[src/datapathPkg.sv]
package datapathPkg;

	// What drives the bus in a given cycle
	typedef enum logic [4:0] {
		busR[0:15],          // General registers R0 to R15, codes 0 to 15
		busHi    = 5'd16,
		busLo    = 5'd17,
		busZHigh = 5'd18,
		busZLow  = 5'd19,
		busPc    = 5'd20,
		busMdr   = 5'd21,
		busC     = 5'd22     // Sign-extended immediate from IR
	} busSourceT;

	typedef enum logic [3:0] {
		aluAdd  = 4'd0,
		aluSub  = 4'd1,
		aluAnd  = 4'd2,
		aluOr   = 4'd3,
		aluShr  = 4'd4,
		aluShra = 4'd5,
		aluShl  = 4'd6,
		aluSll  = 4'd7,      // Same behavior as aluShl
		aluRor  = 4'd8,
		aluRol  = 4'd9,
		aluNeg  = 4'd10,
		aluNot  = 4'd11,
		aluMul  = 4'd12,
		aluDiv  = 4'd13
	} aluOpT;

	// One cycle of control from the external sequencer
	typedef struct packed {
		logic loadPc;
		logic loadIr;
		logic loadY;
		logic loadZ;
		logic loadHi;
		logic loadLo;
		logic loadMdr;
		logic loadMar;
		logic loadGp;
		logic incPc;         // ALU computes bus plus one
		logic mdrRead;       // MDR takes memory data instead of bus
		logic [3:0] gpAddress;
		aluOpT aluOp;
		busSourceT busSelect;
		logic [7:0] spare;
	} controlWordT;

	// IR contents seen as register format or immediate format
	typedef union packed {
		struct packed {
			logic [4:0] opcode;
			logic [3:0] ra;
			logic [3:0] rb;
			logic [3:0] rc;
			logic [14:0] unused;
		} registerFormat;
		struct packed {
			logic [4:0] opcode;
			logic [3:0] ra;
			logic [3:0] rb;
			logic [18:0] constant;
		} immediateFormat;
	} instructionT;

	typedef struct packed {
		logic [31:0] high;
		logic [31:0] low;
	} zWordT;

endpackage
[src/busMultiplexer.sv]
`timescale 1ns/100ps
module busMultiplexer #(
	parameter int dataWidth = 32
) (
	input datapathPkg::busSourceT busSelect,
	input logic [dataWidth-1:0] gpValues [16],
	input logic [dataWidth-1:0] pcValue,
	input logic [dataWidth-1:0] irValue,
	input logic [dataWidth-1:0] mdrValue,
	input logic [dataWidth-1:0] hiValue,
	input logic [dataWidth-1:0] loValue,
	input datapathPkg::zWordT zValue,
	output logic [dataWidth-1:0] bus
);
	import datapathPkg::*;

	instructionT instruction;
	logic [dataWidth-1:0] immediate;

	assign instruction = irValue;

	// Immediate field sign-extended to a full word
	assign immediate = {{(dataWidth-19){instruction.immediateFormat.constant[18]}},
		instruction.immediateFormat.constant};

	always_comb begin
		bus = '0;
		if (!busSelect[4]) begin
			bus = gpValues[busSelect[3:0]];  // Codes 0 to 15
		end else begin
			case (busSelect)
				busHi: bus = hiValue;
				busLo: bus = loValue;
				busZHigh: bus = zValue.high;
				busZLow: bus = zValue.low;
				busPc: bus = pcValue;
				busMdr: bus = mdrValue;
				busC: bus = immediate;
				default: bus = '0;           // Undefined codes
			endcase
		end
	end

endmodule

[config.mk]
export PLATFORM = sky130hd
export DESIGN_NAME = busMultiplexer
export DESIGN_NICKNAME = d
export VERILOG_FILES = /design/src/datapathPkg.sv /design/src/busMultiplexer.sv
export SDC_FILE = /design/constraint.sdc
export NUM_CORES = 1
export LEC_CHECK = 0
export BUFFER_PORTS_ARGS = -buffer_cell sky130_fd_sc_hd__buf_2
export CAP_MARGIN = 5
export CORE_AREA = 8 8 299 301
export DETAILED_ROUTE_END_ITERATION = 7
export DIE_AREA = 0 0 307 309
export PLACE_DENSITY_LB_ADDON = 0.08
export SETUP_SLACK_MARGIN = 0.02
export SLEW_MARGIN = 20
export SYNTH_ARGS = -nofsm -noshare
export SYNTH_HDL_FRONTEND = slang
export SYNTH_SLANG_ARGS = --single-unit
[constraint.sdc]
create_clock -name vclk -period 4.4
set_input_delay 0.66 -clock vclk [all_inputs]
set_output_delay 0.66 -clock vclk [all_outputs]
set_load 0.03 [all_outputs]
## Word level (Yosys, flattened, before mapping)

Cells that the tools add are included.

| cells by class | value |
|---|---|
| order comparisons | 1 |
| eq/ne operators | 7 |
| bitwise operators | 1 |
| muxes and demuxes | 5 |

Operator list:

| operator | number |
|---|---|
| $pmux W32 S7 | 1 |
| $bmux W32 S4 | 1 |
| $mux W32 | 3 |
| $eq A5 B5 Y1 const B | 7 |
| $ge A5 B5 Y1 const B | 1 |
| $not A4 Y5 | 1 |

| word-level totals | value |
|---|---|
| logic and storage cells | 14 |
| register bits | 0 |

## Longest topological paths before layout

Gate-level depths: netlist of run 1.

| depth | value |
|---|---|
| depth after elaboration | 5 |
| gate-level depth with buffers | 8 |
| gate-level depth less buffers | 4 |

## Least setup slack after synthesis of run 1

OpenSTA, ideal clock, no wires.

| timing | value |
|---|---|
| kind | input-to-output |
| start point | input port busSelect[2] |
| end point | output port bus[1] |
| slack | 1569 ps |
| required time | 3740 ps |
| cell stages on the path | 6 |
| arrival time | 2171 ps |
| path through | buf_2 > clkbuf_1 > mux4_2 > mux2_2 > nand2_1 > o2111ai_1 |

| between the ends | value |
|---|---|
| longest elaborated chain between the ends | 5 |

RTL lines:

| item | line | text |
|---|---|---|
| start, declared | busMultiplexer.sv:5 | `input datapathPkg::busSourceT busSelect,` |
| $not A4 Y5 (implied by the code) | busMultiplexer.sv:29 | `bus = gpValues[busSelect[3:0]];` |
| $bmux W32 S4 | busMultiplexer.sv:29 |  |
| $mux W32 (implied by the code) (2 in series) | busMultiplexer.sv:29 |  |
| $mux W32 (*) | busMultiplexer.sv:28 | `if (!busSelect[4]) begin` |
| end, declared | busMultiplexer.sv:13 | `output logic [dataWidth-1:0] bus` |

Mark *: on every way between the ends. The rest lies on a longest branch, timed or not. The select of a mux whose other input is x is not followed.

## Worst setup path after layout of run 1

| timing | value |
|---|---|
| start point | input port busSelect[0] |
| end point | output port bus[13] |

Same word-level chain as after synthesis.

==> impl_metrics.toml, run 1 <==
[global_route]
grt_pass1_wl_um = 86000
grt_pass1_vias = 9987
grt_overflow = 0
antenna_found_initial = 32
track_usage_pct = 12.8
grt_start_max_net_pins = 46

[placed_design]
hpwlAfterDp_um = 58600
place_congestion = 0.817
port_buffers = 760

[layout]
area_delta_synth_final_pct = 86.8
seq_area_sq_um = 0
clock_buffers = 0
seq_cell_count = 0
drive_gt1_share_pct = 69.2
nets = 2106
nFillCells = 9946

[critical_path]
start_kind = "input port"
cp.required_ns = 3.74
crit_type = "input port to output port"
worstPathArrival_ns = 3.08
worstPathMaxFanout = 29
startpoint = "busSelect[0]"
cp-end-kind = "output port"

[status]
status = "complete, no violations"

[sta]
timing.final.crit_share_pct = 84.9
slew_headroom_pct = 42.1
fmax_mhz = 268
worstMarginPinSlew_ns = 0.864
min_period_ns = 3.74
rsz0062_at_grt = "no"
slew_violations = 0
setup_violations = 0
finalHoldViolCount = 0
finalSetupTns_ns = 0
holdWs_ns = 1.74

[logic_synthesis]
yosysTopAreaCell = "mux4_2"
synthDistinctLibCells = 46
seq_area_frac_synth_pct = 0
ys_top_cells_by_count = "mux2i_1 (131), mux4_2 (93), a22oi_1 (47), nand2_1 (46)"
synth_area_sq_mm = 0.00607
synth.top_cell.area_share_pct = 34.5
ys_warn_count = 0
avgSynthCellArea_sq_um = 9.70
synth_cells = 626
synth_nets = 1367
synth_area_leaders = "mux4_2 (34%), mux2i_1 (22%), a22oi_1 (5.8%), mux2_2 (4.6%), a221oi_1 (3.2%)"
yosys.cell_count.top_type = "mux2i_1"

[hold_path]
holdPathStages = 4
hold_class = "input port to output port"
holdCritStartpoint = "loValue[25]"

[die]
die_area_sq_mm = 0.0949
ioPinCount = 773
die_x_um = 307
fp-row-count = 107
die_h_um = 309
design.core.area_sq_mm = 0.0846
initial_core_util_pct = 7.18

[cts]
cts_setup_buffers = 0
cts.repair.resized = 0
cts_hold_buf = 0

[route]
ant_nets = 0
drt-wirelength-per-cell_um = 26.1
post_drt_via_cell_ratio = 3.52
first_pass_iters = 4
drtIter0Drc = 359
wirelength_um = 65800
vias = 8888
drc = 0

[pwr]
total_power_mw = 1.14
peakVddDrop_uv = 57.4
power_density_mw_per_mm2 = 100
power_leakage_nw = 5.34

[job]
max_cap_viol_count = 0
## power by group
group | leakage (nW) | total, mW | switching, mW | internal [mW]
logic | 5.34 | 1.14 | 0.579 | 0.560
clock network | 0.0000951 | 0.000000366 | 0 | 0.000000366
registers | 0 | 0 | 0 | 0
## cell type report
cell class | count | area [sq um] | share of cell area (%)
multi-input cells | 548 | 5620 | 49.5
repair buffers | 810 | 4240 | 37.4
well taps | 1144 | 1430 | 12.6
diodes | 15 | 37.5 | 0.331
inverters | 5 | 18.8 | 0.165
## kinds of logic after synthesis
logic type | after synthesis | synth area share, %
AND/OR/NAND/NOR | 148 | 12.3
AO/OA/AOI/OAI | 149 | 17.8
buffers and inverters | 78 | 8.28
multiplexers | 251 | 61.6
## placed cells by master (no fill, tap or decap), types with 2 or more instances in the layout
| cell | n |
|---|---|
| o22ai_1 | 5 |
| nor2_2 | 6 |
| buf_2 | 757 |
| nor2_1 | 22 |
| and3_1 | 7 |
| nand4bb_1 | 2 |
| a221oi_1 | 22 |
| a21oi_1 | 31 |
| mux2_2 | 25 |
| mux4_2 | 93 |
| buf_12 | 3 |
| o2bb2ai_1 | 3 |
| a22oi_1 | 47 |
| nor2b_4 | 2 |
| nand3_1 | 23 |
| nand2_1 | 46 |
| mux4_1 | 2 |
| mux2i_1 | 131 |
| o2111ai_1 | 15 |
| nand4_1 | 9 |
| buf_4 | 47 |
| inv_1 | 5 |
| buf_6 | 2 |
| a31oi_1 | 4 |
| o211ai_1 | 2 |
| nand2b_1 | 3 |
| diode_2 | 15 |
| nor3_1 | 7 |
| o21ai_0 | 6 |
| and2_1 | 8 |
| o32ai_1 | 9 |
| a21o_1 | 2 |
## worst max-delay path, stage by stage
cell,delay [ns]
buf_6,0.33
nand3b_1,0.45
buf_4,0.35
nor2_1,0.42
buf_4,0.25
a221oi_1,0.16
o2111ai_1,0.12
buf_2,0.28
## path summary, 6_finish.rpt
check                      to  slack, ns
worst min-delay path  bus[25]       1.74
worst max-delay path  bus[13]       0.66
## through the flow
stage               cells  instance area (sq um)  setup WS (ns)  utilization (%)
floorplan             626                   6070           1.57                -
global placement     2507                  11300          0.316             13.4
detailed placement   2507                  11300          0.414             13.4
CTS                  2507                  11300          0.414             13.4
global route         2516                  11300          0.428             13.4
finish               2522                  11300          0.663             13.4
## routing by layer
metal,vias up,track usage (%),wire (um),share of wire [%]
li1,4128,-,-,-
met1,4279,15.2,26100,40
met2,439,24.4,34900,53
met3,28,2.87,4520,6.9
met5,-,0,89,0.14
met4,14,0.765,226,0.34
(Power assumes the default switching activity.)
==> run 2, diff against run 1 <==
==> constraint.sdc (replaced) <==
create_clock -name vclk -period 3.65
set_input_delay 0.5475 -clock vclk [all_inputs]
set_output_delay 0.5475 -clock vclk [all_outputs]
set_load 0.03 [all_outputs]
==> impl_metrics.toml, run 2 (synthesized netlist as in run 1, its figures left out) <==
[global_route]
grt_start_max_net_pins = 42
grt_overflow = 0
track_usage_pct = 13.0
antenna_found_initial = 27
grt_pass1_wl_um = 86800
grt_pass1_vias = 10200

[placed_design]
hpwlAfterDp_um = 60100
place_congestion = 0.821
post_dp_cell_area_sq_mm = 0.0115
port_buffers = 760

[sta]
finalSetupTns_ns = 0
holdWs_ns = 1.51
fmax_mhz = 297
rsz0062_at_grt = "no"
timing.final.crit_share_pct = 92.1
slew_violations = 0
min_period_ns = 3.36
setup_violations = 0
worstMarginPinSlew_ns = 0.807
slew_headroom_pct = 46.1
finalHoldViolCount = 0

[hold_path]
hold_class = "input port to output port"

[die]
die_area_sq_mm = 0.0949
die_h_um = 309
fp-row-count = 107
initial_core_util_pct = 7.18
design.core.area_sq_mm = 0.0846
die_x_um = 307
ioPinCount = 773

[route]
wirelength_um = 66500
top_layer = "met5"
ant_nets = 0
first_pass_iters = 4
drt-wirelength-per-cell_um = 26.2
route.met2.wl_um = 35300
drc = 0
drtIter0Drc = 316
post_drt_via_cell_ratio = 3.49
vias = 8863
wl_met3_um = 4610
met1_length_um = 26300

[layout]
seq_cell_count = 0
drive_gt1_share_pct = 69.7
clock_buffers = 0
final_cell_mix = "buf_2 (757), mux2i_1 (131), mux4_2 (93)"
area_delta_synth_final_pct = 89.9
nets = 2125
fin_area_sq_mm = 0.0115
final_util_pct = 13.6
seq_area_sq_um = 0
layout_commonest_cell = "buf_2"

[critical_path]
start_kind = "input port"
crit_type = "input port to output port"
cp-end-kind = "output port"
worstPathArrival_ns = 2.81
worstPathMaxFanout = 11
cp.required_ns = 3.10

[status]
status = "complete, no violations"

[pwr]
peakVddDrop_uv = 65.5
power_density_mw_per_mm2 = 121
power_leakage_nw = 5.45

[cts]
cts.repair.resized = 0
cts_setup_buffers = 0
cts_hold_buf = 0

[job]
max_cap_viol_count = 0
run 2: cell types whose count changed in the layout (fill, tap and decap cells not counted):
| cell | delta |
|---|---|
| a221oi_2 | +1 |
| buf_12 | +4 |
| diode_2 | -4 |
| buf_4 | +15 |
| a221oi_1 | -1 |
run 2: layer usage:
layer	global-route usage (%)	vias to the layer above
li1	-	4166
met1	15.3	4262
met2	24.7	403
met3	3.10	20
met4	0.503	12
met5	0	-
run 2: final cells by class:
cell class         count  area, sq um
diodes                11         27.5
fillers             9942        73100
inverters              5         18.8
multi-input cells    548         5620
well taps           1144         1430
repair buffers       829         4430
run 2: report_power, final:
part | internal [mW] | switching [mW]
sequential | 0 | 0
combinational | 0.694 | 0.707
clock | 0.000000358 | 0
run 2: worst max-delay path, cell delays in order:
cell,delay (ns)
buf_6,0.15
or3b_1,0.62
nor2_2,0.73
buf_4,0.25
a221oi_1,0.08
o2111ai_1,0.14
buf_2,0.25
run 2: path summary, 6_finish.rpt:
check,start,endpoint,slack [ns],cells after the start
max,busSelect[0],bus[16],0.29,7
min,pcValue[21],bus[21],1.51,4
run 2: metrics by stage:
| step | power [mW] | setup slack, ns | instances |
|---|---|---|---|
| 2_1_floorplan | 0.676 | 1.04 | 626 |
| 3_3_place_gp | 1.45 | -0.0879 | 2526 |
| 3_5_place_dp | 1.45 | 0.109 | 2526 |
| 4_1_cts | 1.46 | 0.106 | 2526 |
| 5_1_grt | 1.53 | 0.0346 | 2533 |
| 6_report | 1.40 | 0.288 | 2537 |
