===== config.mk =====
export PLATFORM = sky130hd
export DESIGN_NAME = registerBank
export DESIGN_NICKNAME = d
export VERILOG_FILES = /design/src/datapathPkg.sv /design/src/registerBank.sv
export SDC_FILE = /design/constraint.sdc
export NUM_CORES = 1
export LEC_CHECK = 0
export ABC_CLOCK_PERIOD_IN_PS = 3050
export BUFFER_PORTS_ARGS = -buffer_cell sky130_fd_sc_hd__buf_2
export CAP_MARGIN = 10
export CELL_PAD_IN_SITES_DETAIL_PLACEMENT = 1
export CELL_PAD_IN_SITES_GLOBAL_PLACEMENT = 2
export CORE_MARGIN = 4
export CORE_UTILIZATION = 35
export CTS_BUF_LIST = sky130_fd_sc_hd__clkbuf_8 sky130_fd_sc_hd__clkbuf_16
export CTS_CLUSTER_DIAMETER = 100
export DETAILED_ROUTE_END_ITERATION = 6
export PLACE_DENSITY = 0.93
export SKIP_LAST_GASP = 1
export SYNTH_ARGS = -nofsm -noshare
export SYNTH_HDL_FRONTEND = slang
export SYNTH_SLANG_ARGS = --single-unit

===== constraint.sdc =====
create_clock -name clock -period 3.05 [get_ports clock]
set_input_delay 0.1525 -clock clock [delete_from_list [all_inputs] [get_ports clock]]
set_output_delay 0.1525 -clock clock [all_outputs]
set_load 0.05 [all_outputs]

===== src/datapathPkg.sv =====
package datapathPkg;

	// What drives the bus in a given cycle
	typedef enum logic [4:0] {
		busR[0:15],          // General registers R0 to R15, codes 0 to 15
		busHi    = 5'd16,
		busLo    = 5'd17,
		busZHigh = 5'd18,
		busZLow  = 5'd19,
		busPc    = 5'd20,
		busMdr   = 5'd21,
		busC     = 5'd22     // Sign-extended immediate from IR
	} busSourceT;

	typedef enum logic [3:0] {
		aluAdd  = 4'd0,
		aluSub  = 4'd1,
		aluAnd  = 4'd2,
		aluOr   = 4'd3,
		aluShr  = 4'd4,
		aluShra = 4'd5,
		aluShl  = 4'd6,
		aluSll  = 4'd7,      // Same behavior as aluShl
		aluRor  = 4'd8,
		aluRol  = 4'd9,
		aluNeg  = 4'd10,
		aluNot  = 4'd11,
		aluMul  = 4'd12,
		aluDiv  = 4'd13
	} aluOpT;

	// One cycle of control from the external sequencer
	typedef struct packed {
		logic loadPc;
		logic loadIr;
		logic loadY;
		logic loadZ;
		logic loadHi;
		logic loadLo;
		logic loadMdr;
		logic loadMar;
		logic loadGp;
		logic incPc;         // ALU computes bus plus one
		logic mdrRead;       // MDR takes memory data instead of bus
		logic [3:0] gpAddress;
		aluOpT aluOp;
		busSourceT busSelect;
		logic [7:0] spare;
	} controlWordT;

	// IR contents seen as register format or immediate format
	typedef union packed {
		struct packed {
			logic [4:0] opcode;
			logic [3:0] ra;
			logic [3:0] rb;
			logic [3:0] rc;
			logic [14:0] unused;
		} registerFormat;
		struct packed {
			logic [4:0] opcode;
			logic [3:0] ra;
			logic [3:0] rb;
			logic [18:0] constant;
		} immediateFormat;
	} instructionT;

	typedef struct packed {
		logic [31:0] high;
		logic [31:0] low;
	} zWordT;

endpackage

===== src/registerBank.sv =====
`timescale 1ns/100ps
module registerBank #(
	parameter int dataWidth = 32
) (
	input logic clock,
	input logic reset,
	input datapathPkg::controlWordT control,
	input logic [dataWidth-1:0] bus,
	output logic [dataWidth-1:0] gpValues [16]
);

	logic [15:0] writeSelect;

	// One-hot write decode from the address field
	always_comb begin
		writeSelect = '0;
		if (control.loadGp) begin
			writeSelect[control.gpAddress] = 1'b1;
		end
	end

	genvar i;
	generate
		for (i = 0; i < 16; i++) begin : gpRegister
			always_ff @(posedge clock) begin
				if (reset) begin
					gpValues[i] <= '0;
				end else if (writeSelect[i]) begin
					gpValues[i] <= bus;  // Load from the bus at the edge
				end
			end
		end
	endgenerate

endmodule


# == Yosys cells after proc, flatten, opt, wreduce, memory -nomap -nowiden ==
# Index checks and enable logic that the tools add are counted.
# classes
n_mux,3
reduce_logical,1
n_lt_le_gt_ge,2
# ops
operator,n
$mux W16,1
$lt A4 B5 Y1 const B,1
$demux W1 S4,1
$ge A4 B1 Y1 const B,1
$logic_and A1 B1 Y1,1
$mux W1,1
# word_totals
wordCells,22
register_bits,512
inputBits,66
output_inout_bits,512

# == Logic depth before layout (Yosys ltp) ==
# Gate-level depths: netlist of the first run.
# depth
word_depth,5
ltp_mapped,6
depth_no_buf,3

# == Worst setup path before layout of the first run ==
# Ideal clock, no wire load.
# synth_timing
path_type,input-to-reg
from,in control[17] (netlist name)
to,reg gpValues[449] (netlist name)
required_time_ps,2978
slack_ps,1866
cell_stages,6
path_buffers,3
setup_ps,72
arrival_time_ps,1112
path_cell_list,buf_4 nor2b_1 buf_2 nand2_2 buf_2 mux2i_1
# synth_via
elab_chain_cells,5
elab_cells_between_ends,6
cone_classes,2 x order compare; 3 x mux; 1 x reduce/logical
# synth_lines
element,line,text
start: declaration,registerBank.sv:7,"input datapathPkg::controlWordT control,"
$lt A4 B5 Y1 (not written as such) / $ge A4 B1 Y1 (equally long branches),registerBank.sv:18,writeSelect[control.gpAddress] = 1'b1;
$logic_and A1 B1 Y1 (not written as such),registerBank.sv:18,
$mux W1 (not written as such),registerBank.sv:18,
$demux W1 S4 *,registerBank.sv:18,
$mux W16 *,registerBank.sv:17,if (control.loadGp) begin
end signal: indexed assignment,registerBank.sv:29,gpValues[i] <= bus;
end: declaration,registerBank.sv:9,output logic [dataWidth-1:0] gpValues [16]
# Every way passes the cells marked *; elsewhere a longest branch is shown, timed or not.
# A chain may end at the register's enable or synchronous reset.

# == Final worst setup path of the first run ==
# layout_timing
from,in control[19] (netlist name)
to,reg gpValues[137] (netlist name)
# The elaborated chain is that of the path after synthesis.

==> flow_metrics.env, run 1 <==
export IMPL_worstSetupPathType="primary input to flop"
export IMPL_synth_top_area_cell="dfxtp_1"
export IMPL_final_layout_size_suffix_gt1_share_pct=30.43
export IMPL_ir_drop_mv=0.3841
export IMPL_skew_ns=0
export IMPL_synth_top_area_share_pct=51.59
export IMPL_nets=2306
export IMPL_finalSetupTns_ns=0
export IMPL_cts_sinks=512
export IMPL_grt_pass1_wl_mm=96.58
export IMPL_ys_types=16
export IMPL_area_growth_pct=25.21
export IMPL_cts_resized=0
export IMPL_h_tree_depth=2
export IMPL_async_flop_share_pct=0
export IMPL_hold_viol_final=0
export IMPL_routed_via_density=4.708
export IMPL_leakagePower_uw=0.01383
export IMPL_period_share_pct=49.72
export IMPL_clk_latency_ns=0.57
export IMPL_max_slew_worst_pin_slew_ns=0.9992
export IMPL_rsz0062_at_grt="no"
export IMPL_path_max_fanout=18
export IMPL_clkPwrFrac_pct=46.5
export IMPL_slew_headroom_pct=33.39
export IMPL_yosysMostFrequentCell="nand2b_1"
export IMPL_die_area_mm2=0.06064
export IMPL_whs_ns=0.08071
export IMPL_num_rows=87
export IMPL_remaining_drc_errors=0
export IMPL_drtIter0Drc=611
export IMPL_coreArea_mm2=0.05628
export IMPL_synthCells=1772
export IMPL_wl_mm=64.74
export IMPL_preCtsSetupSlack_ns=0.9074
export IMPL_status="complete, no violations"
export IMPL_tritoncts="yes"
export IMPL_arrival_ns=1.93
export IMPL_largest_register="gpValues"
export IMPL_endpoint_kind="flop"
export IMPL_max_freq_ghz=0.6595
export IMPL_cts_setup_buffers=0
export IMPL_crit_path_start_kind="primary input"
export IMPL_pin_count=578
export IMPL_fin_area_mm2=0.02488
export IMPL_layout_min_cycle_time_ns=1.516
export IMPL_required_ns=3.47
export IMPL_p_sw_uw=3482
export IMPL_maxCapViolations=0
export IMPL_largestRegisters="gpValues: 512 flops"
export IMPL_placedInstanceArea_mm2=0.02299
export IMPL_slew_violations=0
export IMPL_clockBufferDepth=3
export IMPL_finalSetupViolations=0
export IMPL_die_h_um=246.3
export IMPL_initial_core_util_pct=35.31
export IMPL_combPwrFrac_pct=7.0
export IMPL_hp_class="primary input to flop"
export IMPL_p_int_uw=11210
export IMPL_synth_nets=1838
export IMPL_ys_flop_type="dfxtp_1"
export IMPL_finalWorstSetupSlack_ns=1.534
export IMPL_grt_usage_pct=20.56
export IMPL_grt_ovfl_total=0
export IMPL_ys_ff_latch=512
export IMPL_antenna_left=0
export IMPL_cts_buffers=55
export IMPL_synth_edff_count=0
export IMPL_largest_register_ff_count=512
export IMPL_power_density_mw_per_mm2=590.5
export IMPL_port_buffers=550
export IMPL_grt_pass1_vias=15470
export IMPL_switching_share_pct=23.70
export IMPL_dp_hpwl_mm=45.23
export IMPL_ys_top_cells_by_area="dfxtp_1 52%, mux2i_1 26%, nand2b_1 17%"
export IMPL_synth_avg_cell_area_um2=11.21
export IMPL_antenna_found_initial=6
export IMPL_cts_root_buf="clkbuf_16"
export IMPL_ys_warn_count=0
export IMPL_post_drt_wl_per_cell_um=21.28
export IMPL_clk_pin_slew_ns=0.06
export IMPL_grt_max_degree=148
export IMPL_seqPwrFrac_pct=46.4
export IMPL_dieWidth_um=246.3
export IMPL_ys_seq_area_share_pct=51.59
export IMPL_synth_common_cells="544 x nand2b_1, 512 x dfxtp_1, 512 x mux2i_1"
export IMPL_place_congestion=0.8084
export IMPL_ctsHoldBuffers=0
export IMPL_via_count=14320
export IMPL_synth_cell_area_mm2=0.01987
export IMPL_post_route_util_pct=44.21
export IMPL_first_pass_iters=4
power by group through the flow:
stage / sequential [µW] / clock, µW / combinational (µW)
after CTS: 6820 / 6990 / 1040
after global routing: 6830 / 7310 / 1080
after detailed placement: 6970 / 0 / 1040
final: 6820 / 6840 / 1030
after global placement: 6960 / 0 / 1020
after floorplan: 7270 / 0 / 446
stage by stage:
step	power [µW]	cells
3_3_place_gp	7982	2939
2_1_floorplan	7713	1772
6_report	14690	3042
3_5_place_dp	8005	2939
5_1_grt	15220	3041
4_1_cts	14850	3040
per-layer routing:
metal	share of wire, %	GRT usage (%)	up-vias
li1	-	-	6689
met1	43	25.53	7074
met2	46	34.24	432
met3	7.1	5.616	124
met4	3.7	7.576	4
met5	0.032	0	-
placed cells by master, fill, tap and decap left out:
| cell type | instances |
|---|---|
| inv_1 | 15 |
| buf_12 | 1 |
| nor2b_1 | 2 |
| buf_8 | 1 |
| buf_2 | 549 |
| and3_1 | 1 |
| and2_1 | 1 |
| nand2b_1 | 544 |
| inv_6 | 1 |
| nor2_2 | 1 |
| diode_2 | 2 |
| nand2_2 | 12 |
| mux2i_1 | 512 |
| nor3b_4 | 1 |
| bufinv_16 | 5 |
| nand3_2 | 4 |
| and3b_1 | 2 |
| clkbuf_16 | 57 |
| clkinvlp_4 | 2 |
| buf_4 | 39 |
| clkbuf_8 | 14 |
| dfxtp_1 | 512 |
| and2_2 | 1 |
| clkinv_2 | 7 |
final timing paths:
check	depth (start not counted)	slack [ns]	from	to
setup / recovery	5	1.53	control[19]	gpValues[137]
hold / removal	4	0.08	bus[6]	gpValues[134]
setup reg to reg	2	2.36	gpValues[35]	gpValues[35]
hold reg to reg	2	0.47	gpValues[484]	gpValues[484]
critical path, stage by stage:
cell and delay [ns]:
buf_2 0.13, and3b_1 0.34, nand3_2 0.65, buf_4 0.47, mux2i_1 0.14
kinds of logic after synthesis:
kind of cell           Yosys count  share of synthesized area (%)
AND/OR/NAND/NOR                569                          18.07
multiplexers                   512                          25.79
flip-flops                     512                          51.59
buffers and inverters          179                          4.553
layout make-up:
cell class	count	area (µm²)
Timing Repair Buffer	590	3075
Sequential cell	512	10250
Tap cell	756	945.9
Clock buffer	71	1619
Antenna cell	2	5.005
Clock inverter	30	265.3
Fill cell	6338	31400
Multi-Input combinational cell	1081	8718
(Power assumes the default switching activity.)
==> run 2: changes to the inputs <==
--- a/config.mk
+++ b/config.mk
@@ -5,17 +5,17 @@
 export SDC_FILE = /design/constraint.sdc
 export NUM_CORES = 1
 export LEC_CHECK = 0
-export ABC_CLOCK_PERIOD_IN_PS = 3050
+export ABC_CLOCK_PERIOD_IN_PS = 1500
 export BUFFER_PORTS_ARGS = -buffer_cell sky130_fd_sc_hd__buf_2
 export CAP_MARGIN = 10
 export CELL_PAD_IN_SITES_DETAIL_PLACEMENT = 1
 export CELL_PAD_IN_SITES_GLOBAL_PLACEMENT = 2
 export CORE_MARGIN = 4
-export CORE_UTILIZATION = 35
+export CORE_UTILIZATION = 32
 export CTS_BUF_LIST = sky130_fd_sc_hd__clkbuf_8 sky130_fd_sc_hd__clkbuf_16
 export CTS_CLUSTER_DIAMETER = 100
 export DETAILED_ROUTE_END_ITERATION = 6
-export PLACE_DENSITY = 0.93
+export PLACE_DENSITY = 0.87
 export SKIP_LAST_GASP = 1
 export SYNTH_ARGS = -nofsm -noshare
 export SYNTH_HDL_FRONTEND = slang
==> constraint.sdc (replaced) <==
create_clock -name clock -period 1.5 [get_ports clock]
set_input_delay 0.075 -clock clock [delete_from_list [all_inputs] [get_ports clock]]
set_output_delay 0.075 -clock clock [all_outputs]
set_load 0.05 [all_outputs]
==> flow_metrics.env, run 2 (same netlist as run 1, synthesis figures left out) <==
export IMPL_tritoncts="yes"
export IMPL_required_ns=1.42
export IMPL_die_h_um=257.2
export IMPL_clockBufferDepth=3
export IMPL_slowest_stage="dfxtp_1"
export IMPL_final_layout_size_suffix_gt1_share_pct=31.30
export IMPL_power_density_mw_per_mm2=1137
export IMPL_place_congestion=0.7807
export IMPL_reg2reg_depth=3
export IMPL_rsz0062_at_grt="no"
export IMPL_layout_commonest_cell="buf_2"
export IMPL_finalSetupTns_ns=0
export IMPL_clkPwrFrac_pct=45.2
export IMPL_final_cells=3198
export IMPL_worstSetupPathType="flop to primary output"
export IMPL_slew_violations=0
export IMPL_crit_chain="buf_2"
export IMPL_wl_mm=67.74
export IMPL_maxCapViolations=0
export IMPL_pin_count=578
export IMPL_seqPwrFrac_pct=46.7
export IMPL_hp_class="primary input to flop"
export IMPL_arrival_ns=1.29
export IMPL_coreArea_mm2=0.06160
export IMPL_switching_share_pct=24.37
export IMPL_largestRegisters="gpValues: 512 flops"
export IMPL_largest_register_ff_count=512
export IMPL_routed_via_density=4.575
export IMPL_port_buffers=550
export IMPL_via_count=14630
export IMPL_combPwrFrac_pct=8.1
export IMPL_clk_pin_slew_ns=0.06
export IMPL_cts_root_buf="clkbuf_16"
export IMPL_endpoint_kind="primary output"
export IMPL_finalWorstSetupSlack_ns=0.1358
export IMPL_placed_cells=3059
export IMPL_r2r_end="gpValues[88]"
export IMPL_cts_sinks=512
export IMPL_period_share_pct=90.95
export IMPL_drtIter0Drc=627
export IMPL_hold_viol_final=0
export IMPL_status="complete, no violations"
export IMPL_path_max_fanout=2
export IMPL_hold_path_end="gpValues[415]"
export IMPL_crit_family="flip-flops"
export IMPL_max_slew_worst_pin_slew_ns=0.3992
export IMPL_grt_max_degree=89
export IMPL_whs_path_depth=4
export IMPL_clk_latency_ns=0.58
export IMPL_die_area_mm2=0.06614
export IMPL_antenna_left=0
export IMPL_num_rows=91
export IMPL_finalSetupViolations=0
export IMPL_max_freq_ghz=0.7330
export IMPL_remaining_drc_errors=0
export IMPL_first_pass_iters=5
export IMPL_nets=2384
export IMPL_p_sw_uw=7235
export IMPL_whs_ns=0.01932
export IMPL_antenna_found_initial=0
export IMPL_r2r_start="gpValues[88]"
export IMPL_dieWidth_um=257.2
export IMPL_area_growth_pct=31.47
export IMPL_cts_buffers=55
export IMPL_leakagePower_uw=0.01437
export IMPL_ir_drop_mv=1.174
export IMPL_grt_ovfl_total=0
export IMPL_slowest_delay_ns=0.40
export IMPL_skew_ns=0
export IMPL_post_drt_wl_per_cell_um=21.18
export IMPL_grt_usage_pct=19.56
export IMPL_initial_core_util_pct=32.26
export IMPL_hold_start="control[23]"
export IMPL_slew_headroom_pct=73.33
export IMPL_largest_register="gpValues"
export IMPL_h_tree_depth=2
export IMPL_dp_hpwl_mm=47.14
export IMPL_grt_pass1_vias=15820
export IMPL_crit_buf_inv=1
export IMPL_preCtsSetupSlack_ns=0.02504
export IMPL_layout_min_cycle_time_ns=1.364
export IMPL_crit_path_start_kind="flop"
export IMPL_worst_r2r_setup_slack_ns=0.37
export IMPL_p_int_uw=22450
export IMPL_p_total_uw=29690
export IMPL_grt_pass1_wl_mm=100.8
export IMPL_final_cell_mix="549 x buf_2, 543 x nand2b_1, 512 x mux2i_1, 512 x dfxtp_1, 56 x clkbuf_16"
[run 2: cell types whose count changed in the layout (fill, tap and decap cells not counted), moves of 2 or more]
cell	change
buf_12	+43
bufinv_16	-3
clkbuf_8	+3
dlygate4sd3_1	+36
buf_4	-2
inv_1	-5
[run 2: cell type report]
type | count | area, µm²
flip-flops and latches | 512 | 10250
repair buffers | 668 | 4304
clock inverters | 25 | 181.4
multi-input cells | 1081 | 8721
well taps | 837 | 1047
clock buffers | 72 | 1610
fillers | 6784 | 35480
diodes | 3 | 7.507
[run 2: timing repair]
| action | in CTS | in global routing |
|---|---|---|
| setup endpoints to repair | 0 | 2 |
| hold endpoints to repair | 357 | 1 |
| hold buffers | 37 | 1 |
| setup buffers | 0 | 1 |
| gates resized for setup | 0 | 3 |
[run 2: worst register-to-register path, cell delays in order, from the launching register on]
cell and delay [ns]:
dfxtp_1 0.32, nand2b_1 0.05, mux2i_1 0.12, dlygate4sd3_1 0.57
[run 2: how the worst max path moves through the flow]
stage	cells past startpoint	endpoint	start
6_report	1	gpValues[16]	gpValues[16]
3_5_place_dp	5	gpValues[173]	control[18]
2_1_floorplan	6	gpValues[449]	control[17]
4_1_cts	6	gpValues[415]	control[19]
3_3_place_gp	5	gpValues[176]	control[18]
5_1_grt	1	gpValues[16]	gpValues[16]
[run 2: layer usage]
| metal | track usage [%] | vias up | share of wire, % | routed length (µm) |
|---|---|---|---|---|
| li1 | - | 6858 | - | - |
| met1 | 24.11 | 7259 | 43 | 29400 |
| met2 | 33.46 | 407 | 47 | 32080 |
| met3 | 5.590 | 107 | 6.4 | 4319 |
| met4 | 5.531 | 0 | 2.9 | 1946 |
| met5 | 0 | - | 0 | 0 |
[run 2: stage by stage]
step / util (%) / area (µm²)
5_1_grt: 42.39 / 26110
6_report: 42.41 / 26120
2_1_floorplan: - / 19870
3_5_place_dp: 38.82 / 23910
3_3_place_gp: 38.82 / 23910
4_1_cts: 42.33 / 26070
[run 2: power by group through the flow]
| stage | Sequential [µW] | Combinational [µW] | Clock (µW) |
|---|---|---|---|
| floorplan | 14800 | 907 | 0 |
| global placement | 14200 | 2280 | 0 |
| detailed placement | 14200 | 2320 | 0 |
| CTS | 13900 | 2400 | 13800 |
| global route | 13900 | 2520 | 14300 |
| finish | 13900 | 2400 | 13400 |
