[src/datapathPkg.sv]
package datapathPkg;

	// What drives the bus in a given cycle
	typedef enum logic [4:0] {
		busR[0:15],          // General registers R0 to R15, codes 0 to 15
		busHi    = 5'd16,
		busLo    = 5'd17,
		busZHigh = 5'd18,
		busZLow  = 5'd19,
		busPc    = 5'd20,
		busMdr   = 5'd21,
		busC     = 5'd22     // Sign-extended immediate from IR
	} busSourceT;

	typedef enum logic [3:0] {
		aluAdd  = 4'd0,
		aluSub  = 4'd1,
		aluAnd  = 4'd2,
		aluOr   = 4'd3,
		aluShr  = 4'd4,
		aluShra = 4'd5,
		aluShl  = 4'd6,
		aluSll  = 4'd7,      // Same behavior as aluShl
		aluRor  = 4'd8,
		aluRol  = 4'd9,
		aluNeg  = 4'd10,
		aluNot  = 4'd11,
		aluMul  = 4'd12,
		aluDiv  = 4'd13
	} aluOpT;

	// One cycle of control from the external sequencer
	typedef struct packed {
		logic loadPc;
		logic loadIr;
		logic loadY;
		logic loadZ;
		logic loadHi;
		logic loadLo;
		logic loadMdr;
		logic loadMar;
		logic loadGp;
		logic incPc;         // ALU computes bus plus one
		logic mdrRead;       // MDR takes memory data instead of bus
		logic [3:0] gpAddress;
		aluOpT aluOp;
		busSourceT busSelect;
		logic [7:0] spare;
	} controlWordT;

	// IR contents seen as register format or immediate format
	typedef union packed {
		struct packed {
			logic [4:0] opcode;
			logic [3:0] ra;
			logic [3:0] rb;
			logic [3:0] rc;
			logic [14:0] unused;
		} registerFormat;
		struct packed {
			logic [4:0] opcode;
			logic [3:0] ra;
			logic [3:0] rb;
			logic [18:0] constant;
		} immediateFormat;
	} instructionT;

	typedef struct packed {
		logic [31:0] high;
		logic [31:0] low;
	} zWordT;

endpackage
[src/specialRegisters.sv]
`timescale 1ns/100ps
module specialRegisters #(
	parameter int dataWidth = 32
) (
	input logic clock,
	input logic reset,
	input datapathPkg::controlWordT control,
	input logic [dataWidth-1:0] bus,
	input logic [dataWidth-1:0] memoryData,
	output logic [dataWidth-1:0] pcValue,
	output logic [dataWidth-1:0] irValue,
	output logic [dataWidth-1:0] marValue,
	output logic [dataWidth-1:0] mdrValue,
	output logic [dataWidth-1:0] yValue,
	output logic [dataWidth-1:0] hiValue,
	output logic [dataWidth-1:0] loValue
);

	logic [dataWidth-1:0] mdrInput;

	// MDR takes memory data on a read, the bus otherwise
	assign mdrInput = control.mdrRead ? memoryData : bus;

	always_ff @(posedge clock) begin
		if (reset) begin
			pcValue  <= '0;
			irValue  <= '0;
			marValue <= '0;
			mdrValue <= '0;
			yValue   <= '0;
			hiValue  <= '0;
			loValue  <= '0;
		end else begin
			if (control.loadPc) begin
				pcValue <= bus;
			end
			if (control.loadIr) begin
				irValue <= bus;
			end
			if (control.loadMar) begin
				marValue <= bus;  // Address toward memory
			end
			if (control.loadMdr) begin
				mdrValue <= mdrInput;
			end
			if (control.loadY) begin
				yValue <= bus;    // Holds ALU operand A
			end
			if (control.loadHi) begin
				hiValue <= bus;
			end
			if (control.loadLo) begin
				loValue <= bus;
			end
		end
	end

endmodule

[config.mk]
export PLATFORM = sky130hd
export DESIGN_NAME = specialRegisters
export DESIGN_NICKNAME = d
export VERILOG_FILES = /design/src/datapathPkg.sv /design/src/specialRegisters.sv
export SDC_FILE = /design/constraint.sdc
export NUM_CORES = 1
export LEC_CHECK = 0
export BUFFER_PORTS_ARGS = -buffer_cell sky130_fd_sc_hd__clkbuf_2
export CAP_MARGIN = 25
export CORE_ASPECT_RATIO = 1.5
export CORE_MARGIN = 4
export CORE_UTILIZATION = 45
export DETAILED_ROUTE_END_ITERATION = 8
export PLACE_DENSITY = 0.75
export SYNTH_ARGS = -nofsm -noshare
export SYNTH_HDL_FRONTEND = slang
export SYNTH_SLANG_ARGS = --single-unit
[constraint.sdc]
create_clock -name clock -period 2.6 [get_ports clock]
set_input_delay 0.52 -clock clock [delete_from_list [all_inputs] [get_ports clock]]
set_output_delay 0.52 -clock clock [all_outputs]
set_load 0.01 [all_outputs]
======== Word level (Yosys, flattened, before mapping) ========
Cells that the tools add are included.
word-level totals
  logic and storage cells ................. 8
  bits of input ports ..................... 98
  output and inout port bits .............. 224
  register bits after elaboration ......... 224
cells by class
  muxes and demuxes ....................... 1
operators by type and width
  operator           count
  32-bit 2-to-1 mux  1

======== Logic depth before layout (Yosys ltp) ========
Gate-level depths: netlist (run 1).
  depth in word-level cells ............... 1
  depth in mapped cells ................... 4
  mapped depth without buffers ............ 2

======== Worst setup path after synthesis (run 1) ========
Ideal clock, no wire load.
  path type ............................... input -> register
  from .................................... in control[26] in the netlist's numbering
  to ...................................... reg loValue[10]
  cell stages on the path ................. 4
  setup time .............................. 128 ps
  setup slack ............................. 1395 ps
  data required time ...................... 2472 ps
  path buffers ............................ 2
  data arrival time ....................... 1078 ps
  cell sequence ........................... buf_2 buf_4 mux2i_1 nor2_1
RTL lines
  what                    RTL line                text
  start: declaration      specialRegisters.sv:7   input datapathPkg::controlWordT control,
  end signal: assignment  specialRegisters.sv:53  loValue <= bus;
  end: declaration        specialRegisters.sv:16  output logic [dataWidth-1:0] loValue

======== Worst setup path in the final report (run 1) ========
  from .................................... reg mdrValue[5]
  to ...................................... out mdrValue[5]
RTL lines
  what                      RTL line                text
  start: declaration        specialRegisters.sv:13  output logic [dataWidth-1:0] mdrValue,
  start signal: assignment  specialRegisters.sv:44  mdrValue <= mdrInput;
No word-level cell between the ends.

==> run_results.csv, run 1 <==
group,metric,value,unit
yosys,syn_nets,862,
pwr,ir_drop,0.535,mV
cts,numCtsBuffers,21,
cts,buffer_depth_of_the_longest_clock_path,3,
status,run_status,"finished clean",
setup_path,cpPeakStageDelay,360,ps
yosys,synth_cells,764,
timing,timing.slew.headroom,55.2,%
placement,gp_congestion,0.802,
yosys,register_area_share_after_synthesis,54.7,%
drt,final_routed_wirelength,22900,µm
timing,crit_path_time_final,1520,ps
global_routing,first_global_vias,6326,
pwr,p_per_area,782,nW/µm²
drt,dr_iter_0_viols,281,
setup_path,cpLargestDelayFamily,"flip-flops",
drt,vias,6400,
floorplanning,die_area,20500,µm²
placement,detailedPlacementHpwl,15800,µm
cts,cts_repair_resize_count,0,
setup_path,worstPathRequired,2080,ps
global_routing,grt_use_total,21.6,%
cts,path_clk_slew,70,ps
cts,clock_tree.root_cell,"clkbuf_16",
setup_path,cp_capture_point,"mdrValue[5]",
setup_path,r2r_start,"mdrValue[28]$_SDFFE_PP0P_",
setup_path,critical_path.startpoint_type,"flop",
timing,worst_pin_slew,672,ps
final_layout,layout-area-overhead-vs-synth,28.7,%
global_routing,grt_antenna_before_repair,0,
cts,clock_tree_from_tritoncts,"built",
global_routing,global_route.overflow_total,0,
global_routing,grt_first_pass_wirelength,35700,µm
timing,tcrit_tclk_final,58.3,%
setup_path,cp-end-kind,"primary output",
setup_path,timing.critical_path.cells,"clkbuf_2",
setup_path,critical_path_peak_fanout,2,
final_layout,nFillCells,1540,
final_layout,final_layout_size_suffix_gt1_share,32.9,%
timing,timing.clock.skew,0,ps
drt,detail_route.drc_violations,0,
setup_path,crit_type,"flop to primary output",
setup_path,cpMaxStageDelayCell,"dfxtp_1",
worst_hold_path,worstHoldPathType,"primary input to flop",
setup_path,critPathArrivalTime,1000,ps
setup_path,cp_depth,1,
global_routing,grt_max_degree,70,
floorplanning,placement_rows,60,
floorplanning,core_region_area,17900,µm²
yosys,synth.yosys.warnings,0,
setup_path,crit_buf_inv,1,
cts,cts_post_setup_buffers_inserted,0,
final_layout,fin_util,58.8,%
floorplanning,die_height,173,µm
drt,vias_per_cell,5.04,
floorplanning,io_pins,322,
timing,grt_setup_unrepaired,"no",
floorplanning,chipWidth,118,µm
timing,final_max_slew_viol_count,0,
setup_path,reg2reg_setup_slack,1870,ps
floorplanning,initial_core_utilization,45.7,%
timing,final_setup_viols,0,
final_layout,final_common_cell,"clkbuf_2",
yosys,syn_avg_cell_area,10.7,µm²
drt,postRouteAntennaNets,0,
yosys,synth_area,8190,µm²
setup_path,worst-r2r-cell-count,2,
setup_path,reg_to_reg_endpoint,"mdrValue[28]$_SDFFE_PP0P_",
placement,io_buffer_count,297,
drt,initial_drt_pass_iterations,4,
final_layout,most-common-layout-cells,"clkbuf_2 (296), mux2i_1 (224), nor2_1 (224), dfxtp_1 (224), a211oi_1 (32)",
yosys,synth.lib_cells_used.distinct,9,
timing,final.setup.tns,0,ps
cts,clock_insertion_delay_worst_skew,500,ps
pwr,power.static_leakage,5.41,nW
yosys,synth_seq_cells,224,
run,timing.max_cap.violations,0,
pwr,design_power_total,0.00824,W
cts,cts_max_level,1,
timing,timing_hold_violations_final,0,
final_layout,finalNetCount,1137,
setup_path,crit_path_start,"mdrValue[5]$_SDFFE_PP0P_",
cts,holdBufCountCts,0,
drt,wl_per_cell,18.0,µm
timing,maxClockFrequency,659,MHz
cts,cts.sink_count,224,
timing,finalHoldWorstSlack,354,ps
final_layout,antenna-diode-count,0,
==> power by group <==
group          switching, W  total, W  internal, W
combinational      0.000576  0.000991     0.000415
sequential         0.000110   0.00376      0.00365
clock               0.00129   0.00350      0.00220
total               0.00198   0.00824      0.00626
==> metrics by stage <==
step | area (µm²) | setup slack, ps | instances
floorplan | 8190 | 1390 | 764
global placement | 9750 | 907 | 1233
detailed placement | 9750 | 844 | 1233
CTS | 10500 | 1060 | 1271
global route | 10500 | 1030 | 1271
finish | 10500 | 1080 | 1271
==> cells in the mapped netlist <==
master    count  area share (%)
a211oi_1     32             2.9
buf_12        3            0.73
buf_2        29             1.8
buf_4        18             1.6
buf_6         1            0.14
clkbuf_1      9            0.41
dfxtp_1     224              55
mux2i_1     224              27
nor2_1      224              10
==> worst min-delay path by stage <==
stage	from	to	slack, ps	cells after the start
3_3_place_gp	mdrValue[28]$_SDFFE_PP0P_	mdrValue[28]$_SDFFE_PP0P_	470	2
4_1_cts	memoryData[6]	mdrValue[6]$_SDFFE_PP0P_	320	3
2_1_floorplan	mdrValue[0]$_SDFFE_PP0P_	mdrValue[0]$_SDFFE_PP0P_	500	2
6_report	memoryData[9]	mdrValue[9]$_SDFFE_PP0P_	350	3
3_5_place_dp	yValue[0]$_SDFFE_PP0P_	yValue[0]$_SDFFE_PP0P_	480	2
5_1_grt	memoryData[9]	mdrValue[9]$_SDFFE_PP0P_	340	3
==> final cells by class <==
class	count	area, µm²	share of cell area, %
clock inverter	10	206	1.96
tap	217	272	2.57
multi-input combinational	480	3320	31.5
clock buffer	28	592	5.61
timing repair buffer	312	1670	15.8
sequential	224	4480	42.5
==> state kept, by name, summed over array words and instances, names as in the netlist <==
signal / flops
yValue: 32
hiValue: 32
pcValue: 32
mdrValue: 32
irValue: 32
loValue: 32
marValue: 32
==> metal layers <==
metal / GRT usage [%] / up-vias / part of all wire, % / wire (µm)
met4: 8.12 / 0 / 3.7 / 838
met2: 38.8 / 235 / 50 / 11600
met5: 0 / - / 0 / 0
li1: - / 3121 / - / -
met1: 25.1 / 2996 / 40 / 9100
met3: 4.37 / 48 / 6.2 / 1420
==> cells by family after synthesis <==
logic type | synth area share (%)
flops | 54.7
compound gates | 2.93
mux | 27.4
buf+inv | 4.70
simple gates | 10.3
No activity file was read; power rests on OpenSTA's default activity.
==> run 2, diff against run 1 <==
--- a/config.mk
+++ b/config.mk
@@ -5,13 +5,14 @@
 export SDC_FILE = /design/constraint.sdc
 export NUM_CORES = 1
 export LEC_CHECK = 0
+export ABC_AREA = 1
 export BUFFER_PORTS_ARGS = -buffer_cell sky130_fd_sc_hd__clkbuf_2
 export CAP_MARGIN = 25
 export CORE_ASPECT_RATIO = 1.5
 export CORE_MARGIN = 4
 export CORE_UTILIZATION = 45
 export DETAILED_ROUTE_END_ITERATION = 8
-export PLACE_DENSITY = 0.75
+export PLACE_DENSITY = 0.76
 export SYNTH_ARGS = -nofsm -noshare
 export SYNTH_HDL_FRONTEND = slang
 export SYNTH_SLANG_ARGS = --single-unit
==> constraint.sdc (replaced) <==
create_clock -name clock -period 1.3 [get_ports clock]
set_input_delay 0.26 -clock clock [delete_from_list [all_inputs] [get_ports clock]]
set_output_delay 0.26 -clock clock [all_outputs]
set_load 0.01 [all_outputs]
==> run_results.csv, run 2 <==
group,metric,value,unit
floorplanning,placement_rows,63,
drt,detail_route.drc_violations,0,
timing,grt_setup_unrepaired,"no",
global_routing,grt_first_pass_wirelength,43300,µm
yosys,synth_area,9060,µm²
final_layout,layout-area-overhead-vs-synth,25.8,%
final_layout,most-common-layout-cells,"nand2_1 (480), clkbuf_2 (290), dfxtp_1 (219), a21oi_2 (160), nor2_1 (64)",
setup_path,critical_path_peak_fanout,2,
yosys,synth.lib_cells_used.distinct,14,
drt,postRouteAntennaNets,0,
yosys,synth_enable_flop_cells,0,
yosys,syn_nets,1210,
timing,maxClockFrequency,787,MHz
setup_path,timing.critical_path.cells,"clkbuf_2",
yosys,post-synth-top-count-cell,"nand2_1",
cts,clock_insertion_delay_worst_skew,490,ps
placement,preCtsSetupSlack,212,ps
timing,timing.slew.headroom,74.0,%
final_layout,final_layout_size_suffix_gt1_share,38.3,%
cts,path_clk_slew,60,ps
yosys,ys_async_sr_fraction,0,%
floorplanning,die_area,22500,µm²
floorplanning,chipWidth,124,µm
floorplanning,initial_core_utilization,45.8,%
timing,timing.clock.skew,0,ps
global_routing,global_route.overflow_total,0,
timing,finalHoldWorstSlack,54.3,ps
yosys,synth.yosys.warnings,0,
setup_path,crit_type,"flop to primary output",
drt,dr_iter_0_viols,540,
global_routing,grt_use_total,24.6,%
yosys,post_synth_mux_area_share,0,%
setup_path,cpPeakStageDelay,360,ps
pwr,p_per_area,1430,nW/µm²
yosys,synth_simple_gate_area_share,24.3,%
timing,final.setup.tns,0,ps
timing,final_max_slew_viol_count,0,
pwr,power.static_leakage,5.29,nW
yosys,synth_adder_area_share,0,%
pwr,ir_drop,1.14,mV
setup_path,critical_path.startpoint_type,"flop",
cts,clock_tree_from_tritoncts,"built",
drt,initial_drt_pass_iterations,7,
cts,cts_max_level,1,
cts,clock_tree.root_cell,"clkbuf_16",
drt,vias_per_cell,5.01,
yosys,synth_area_leaders,"dfxtp_1 (50%), nand2_1 (20%), a21oi_2 (15%), buf_6 (4.0%), nor2_1 (2.7%)",
yosys,synth_seq_cells,224,
timing,tcrit_tclk_final,97.7,%
yosys,synth_top_family_by_area,"simple AND/OR/NAND/NOR gates",
cts,numCtsBuffers,22,
global_routing,grt_antenna_before_repair,1,
floorplanning,core_region_area,19800,µm²
final_layout,nFillCells,1775,
timing,crit_path_time_final,1270,ps
final_layout,finalNetCount,1484,
yosys,synthesized_area_fraction_occupied_by_ao_oa_aoi_and_oai_cells,17.2,%
setup_path,worstPathRequired,1040,ps
setup_path,cp-end-kind,"primary output",
setup_path,crit_buf_inv,1,
yosys,syn_avg_cell_area,8.15,µm²
placement,io_buffer_count,297,
timing,timing_hold_violations_final,0,
final_layout,area.sequential,4490,µm²
yosys,yosys.area.top_type_share,49.5,%
yosys,synth_top_cell_by_area,"dfxtp_1",
worst_hold_path,worstHoldPathType,"primary input to flop",
timing,worst_pin_slew,390,ps
global_routing,first_global_vias,8044,
cts,cts.sink_count,224,
drt,final_routed_wirelength,28500,µm
run,timing.max_cap.violations,0,
drt,vias,8313,
final_layout,final_common_cell,"nand2_1",
placement,detailedPlacementHpwl,20200,µm
yosys,synth_xor_area_share,0,%
floorplanning,die_height,182,µm
yosys,register_area_share_after_synthesis,49.5,%
setup_path,cpMaxStageDelayCell,"dfxtp_1",
setup_path,critPathArrivalTime,1010,ps
timing,final_setup_viols,0,
placement,gp_congestion,0.843,
drt,wl_per_cell,17.2,µm
setup_path,cpLargestDelayFamily,"flip-flops",
timing,layout_setup_ws,29.8,ps
status,run_status,"finished clean",
yosys,synth_commonest_cells,"nand2_1 (480), dfxtp_1 (224), a21oi_2 (160), nor2_1 (64)",
global_routing,grt_max_degree,43,
yosys,ys.flop_type,"dfxtp_1",
final_layout,multi_input_comb_area,3760,µm²
cts,buffer_depth_of_the_longest_clock_path,3,
yosys,synth_cells,1112,
floorplanning,io_pins,322,
[run 2: cell types whose count changed after synthesis, sizes merged]
| cell | previous run | this run |
|---|---|---|
| nand2 | 0 | 480 |
| nor2 | 224 | 64 |
| clkbuf | 9 | 5 |
| buf | 51 | 76 |
| a21oi | 0 | 192 |
| inv | 0 | 33 |
| mux2i | 224 | 0 |
| nand3 | 0 | 32 |
| a211oi | 32 | 0 |
| clkinv | 0 | 6 |
[run 2: metrics by stage]
stage | instances | total power, W | util, % | cell area, µm²
final | 1660 | 0.0164 | 57.6 | 11400
after global routing | 1660 | 0.0169 | 57.6 | 11400
after CTS | 1659 | 0.0165 | 57.5 | 11400
after detailed placement | 1622 | 0.00985 | 53.7 | 10600
after global placement | 1622 | 0.00980 | 53.7 | 10600
after floorplan | 1112 | 0.00893 | - | 9060
[run 2: logic make-up after synthesis]
family	after synthesis
compound gates	192
buf+inv	120
flops	224
simple gates	576
[run 2: layout make-up]
class                   count  area share (%)
multi-input cells         768            33.0
well taps                 260            2.85
repair buffers            331            16.7
inverters                  39            1.37
flip-flops and latches    224            39.4
clock inverters             6           0.922
clock buffers              31            5.66
diodes                      1          0.0220
[run 2: metal layers]
layer  vias up  part of all wire (%)  GRT usage [%]
li1       4021                     -              -
met1      3857                    38           28.1
met2       342                    50           42.6
met3        93                   6.4           3.86
met4         0                   6.1           13.8
met5         -                     0              0
[run 2: what timing repair did]
action                     4_1_cts  5_1_grt
resized for setup                1       11
buffers inserted                 0        0
hold endpoints to repair         0        0
hold buffers                     0        0
setup endpoints to repair        1       10
[run 2: where the power goes]
group          switching [W]  internal [W]  total, W
clock                0.00261       0.00404   0.00665
combinational        0.00141      0.000814   0.00222
sequential          0.000219       0.00727   0.00748
total                0.00424        0.0121    0.0164
[run 2: final timing paths]
kind                             from                  endpoint  slack, ps  depth (start not counted)
max          hiValue[24]$_SDFFE_PP0P_               hiValue[24]         30                          1
min                       control[27]  hiValue[28]$_SDFFE_PP0P_         50                          3
max reg2reg  mdrValue[1]$_SDFFE_PP0P_  mdrValue[1]$_SDFFE_PP0P_        620                          4
min reg2reg   loValue[7]$_SDFFE_PP0P_   loValue[7]$_SDFFE_PP0P_        460                          2
==> run 3, diff against run 2 <==
--- a/config.mk
+++ b/config.mk
@@ -5,14 +5,12 @@
 export SDC_FILE = /design/constraint.sdc
 export NUM_CORES = 1
 export LEC_CHECK = 0
-export ABC_AREA = 1
 export BUFFER_PORTS_ARGS = -buffer_cell sky130_fd_sc_hd__clkbuf_2
 export CAP_MARGIN = 25
 export CORE_ASPECT_RATIO = 1.5
 export CORE_MARGIN = 4
-export CORE_UTILIZATION = 45
+export CORE_UTILIZATION = 30
 export DETAILED_ROUTE_END_ITERATION = 8
-export PLACE_DENSITY = 0.76
 export SYNTH_ARGS = -nofsm -noshare
 export SYNTH_HDL_FRONTEND = slang
 export SYNTH_SLANG_ARGS = --single-unit
==> run_results.csv, run 3 (synthesis results as in run 1) <==
group,metric,value,unit
status,run_status,"finished clean",
global_routing,global_route.overflow_total,0,
global_routing,grt_max_degree,84,
final_layout,antenna-diode-count,0,
final_layout,final_common_cell,"clkbuf_2",
drt,wl_per_cell,18.1,µm
floorplanning,io_pins,322,
floorplanning,die_area,30100,µm²
cts,cts_post_setup_buffers_inserted,0,
timing,timing.slew.headroom,73.6,%
setup_path,critPathArrivalTime,1000,ps
placement,gp_congestion,0.761,
setup_path,cpPeakStageDelay,360,ps
timing,maxClockFrequency,794,MHz
cts,clock_tree_from_tritoncts,"built",
placement,dpl_cell_area,10100,µm²
timing,finalHoldWorstSlack,80.8,ps
pwr,design_power_total,0.0160,W
pwr,ir_drop,1.03,mV
drt,dr_iter_0_viols,216,
timing,crit_path_time_final,1260,ps
timing,timing_hold_violations_final,0,
cts,buffer_depth_of_the_longest_clock_path,3,
drt,initial_drt_pass_iterations,4,
placement,io_buffer_count,297,
drt,vias,6382,
setup_path,worstPathRequired,1040,ps
global_routing,grt_use_total,16.3,%
final_layout,cell_area_after_layout,10800,µm²
cts,clock_tree.root_cell,"clkbuf_16",
cts,clock_insertion_delay_worst_skew,490,ps
timing,tcrit_tclk_final,96.9,%
setup_path,crit_type,"flop to primary output",
pwr,power.static_leakage,5.47,nW
placement,detailedPlacementHpwl,17900,µm
drt,detail_route.drc_violations,0,
floorplanning,initial_core_utilization,30.6,%
final_layout,final_cells,1401,
setup_path,crit_path_start,"hiValue[30]$_SDFFE_PP0P_",
setup_path,cpMaxStageDelayCell,"dfxtp_1",
run,timing.max_cap.violations,0,
placement,preCtsSetupSlack,198,ps
floorplanning,die_height,210,µm
setup_path,critical_path_peak_fanout,2,
final_layout,most-common-layout-cells,"clkbuf_2 (277), mux2i_1 (224), nor2_1 (224), dfxtp_1 (217), a211oi_1 (32)",
drt,postRouteAntennaNets,0,
floorplanning,chipWidth,143,µm
timing,timing.clock.skew,0,ps
setup_path,timing.critical_path.cells,"clkbuf_2",
cts,path_clk_slew,70,ps
worst_hold_path,hold_path_startpoint,"memoryData[24]",
worst_hold_path,worstHoldPathType,"primary input to flop",
pwr,p_per_area,1470,nW/µm²
setup_path,crit_buf_inv,1,
cts,cts_max_level,1,
global_routing,grt_antenna_before_repair,0,
setup_path,r2r_start,"mdrValue[15]$_SDFFE_PP0P_",
final_layout,nFillCells,2637,
global_routing,first_global_vias,6286,
floorplanning,core_region_area,26800,µm²
cts,cts.sink_count,224,
final_layout,finalNetCount,1146,
placement,dp.cells,1360,
final_layout,final_layout_size_suffix_gt1_share,33.6,%
timing,layout_setup_ws,40.8,ps
final_layout,layout-area-overhead-vs-synth,32.2,%
timing,worst_pin_slew,395,ps
timing,final_setup_viols,0,
setup_path,cp-end-kind,"primary output",
floorplanning,placement_rows,73,
setup_path,critical_path.startpoint_type,"flop",
drt,final_routed_wirelength,25300,µm
timing,final_max_slew_viol_count,0,
global_routing,grt_first_pass_wirelength,38300,µm
setup_path,cpLargestDelayFamily,"flip-flops",
drt,vias_per_cell,4.56,
cts,numCtsBuffers,23,
[run 3: cell types whose count changed in the layout (fill, tap and decap cells not counted), moves of 32 or more]
cell and delta:
nand2_1 -480, mux2i_1 +224, a21oi_2 -160, nor2_1 +160, a211oi_1 +32, a21oi_1 -32
inv_1 -32, nand3_1 -32
[run 3: final timing paths]
| kind | slack, ps | depth (start not counted) | endpoint |
|---|---|---|---|
| worst max-delay path | 40 | 1 | hiValue[30] |
| worst min register to register | 480 | 2 | mdrValue[20]$_SDFFE_PP0P_ |
| worst min-delay path | 80 | 3 | mdrValue[24]$_SDFFE_PP0P_ |
| worst max register to register | 590 | 2 | mdrValue[15]$_SDFFE_PP0P_ |
[run 3: metal layers]
| metal | part of all wire [%] | GRT usage [%] |
|---|---|---|
| met4 | 3.4 | 5.67 |
| met5 | 0 | 0 |
| met3 | 6.6 | 3.59 |
| met2 | 51 | 29.1 |
| met1 | 39 | 19.0 |
[run 3: repair_timing]
action | CTS | global route
gates resized for setup | 0 | 34
setup endpoints to repair | 0 | 26
hold buffers | 0 | 0
[run 3: power breakdown]
group	internal, W	switching (W)	leakage (nW)	total, W
Combinational	0.000894	0.00119	3.26	0.00208
Sequential	0.00730	0.000218	1.85	0.00751
Clock	0.00370	0.00265	0.353	0.00636
Total	0.0119	0.00406	5.47	0.0160
[run 3: final cells by class]
type	instances	area [µm²]	share of cell area, %
sequential	224	4490	41.5
tap	337	422	3.89
timing repair buffer	319	1870	17.3
clock buffer	36	664	6.14
multi-input combinational	480	3320	30.7
clock inverter	5	53.8	0.497
[run 3: through the flow]
step / util [%] / setup TNS (ps)
after floorplan: - / 0
after global placement: 37.6 / 0
after detailed placement: 37.6 / 0
after CTS: 40.3 / 0
after global routing: 40.5 / -0.315
final: 40.5 / 0
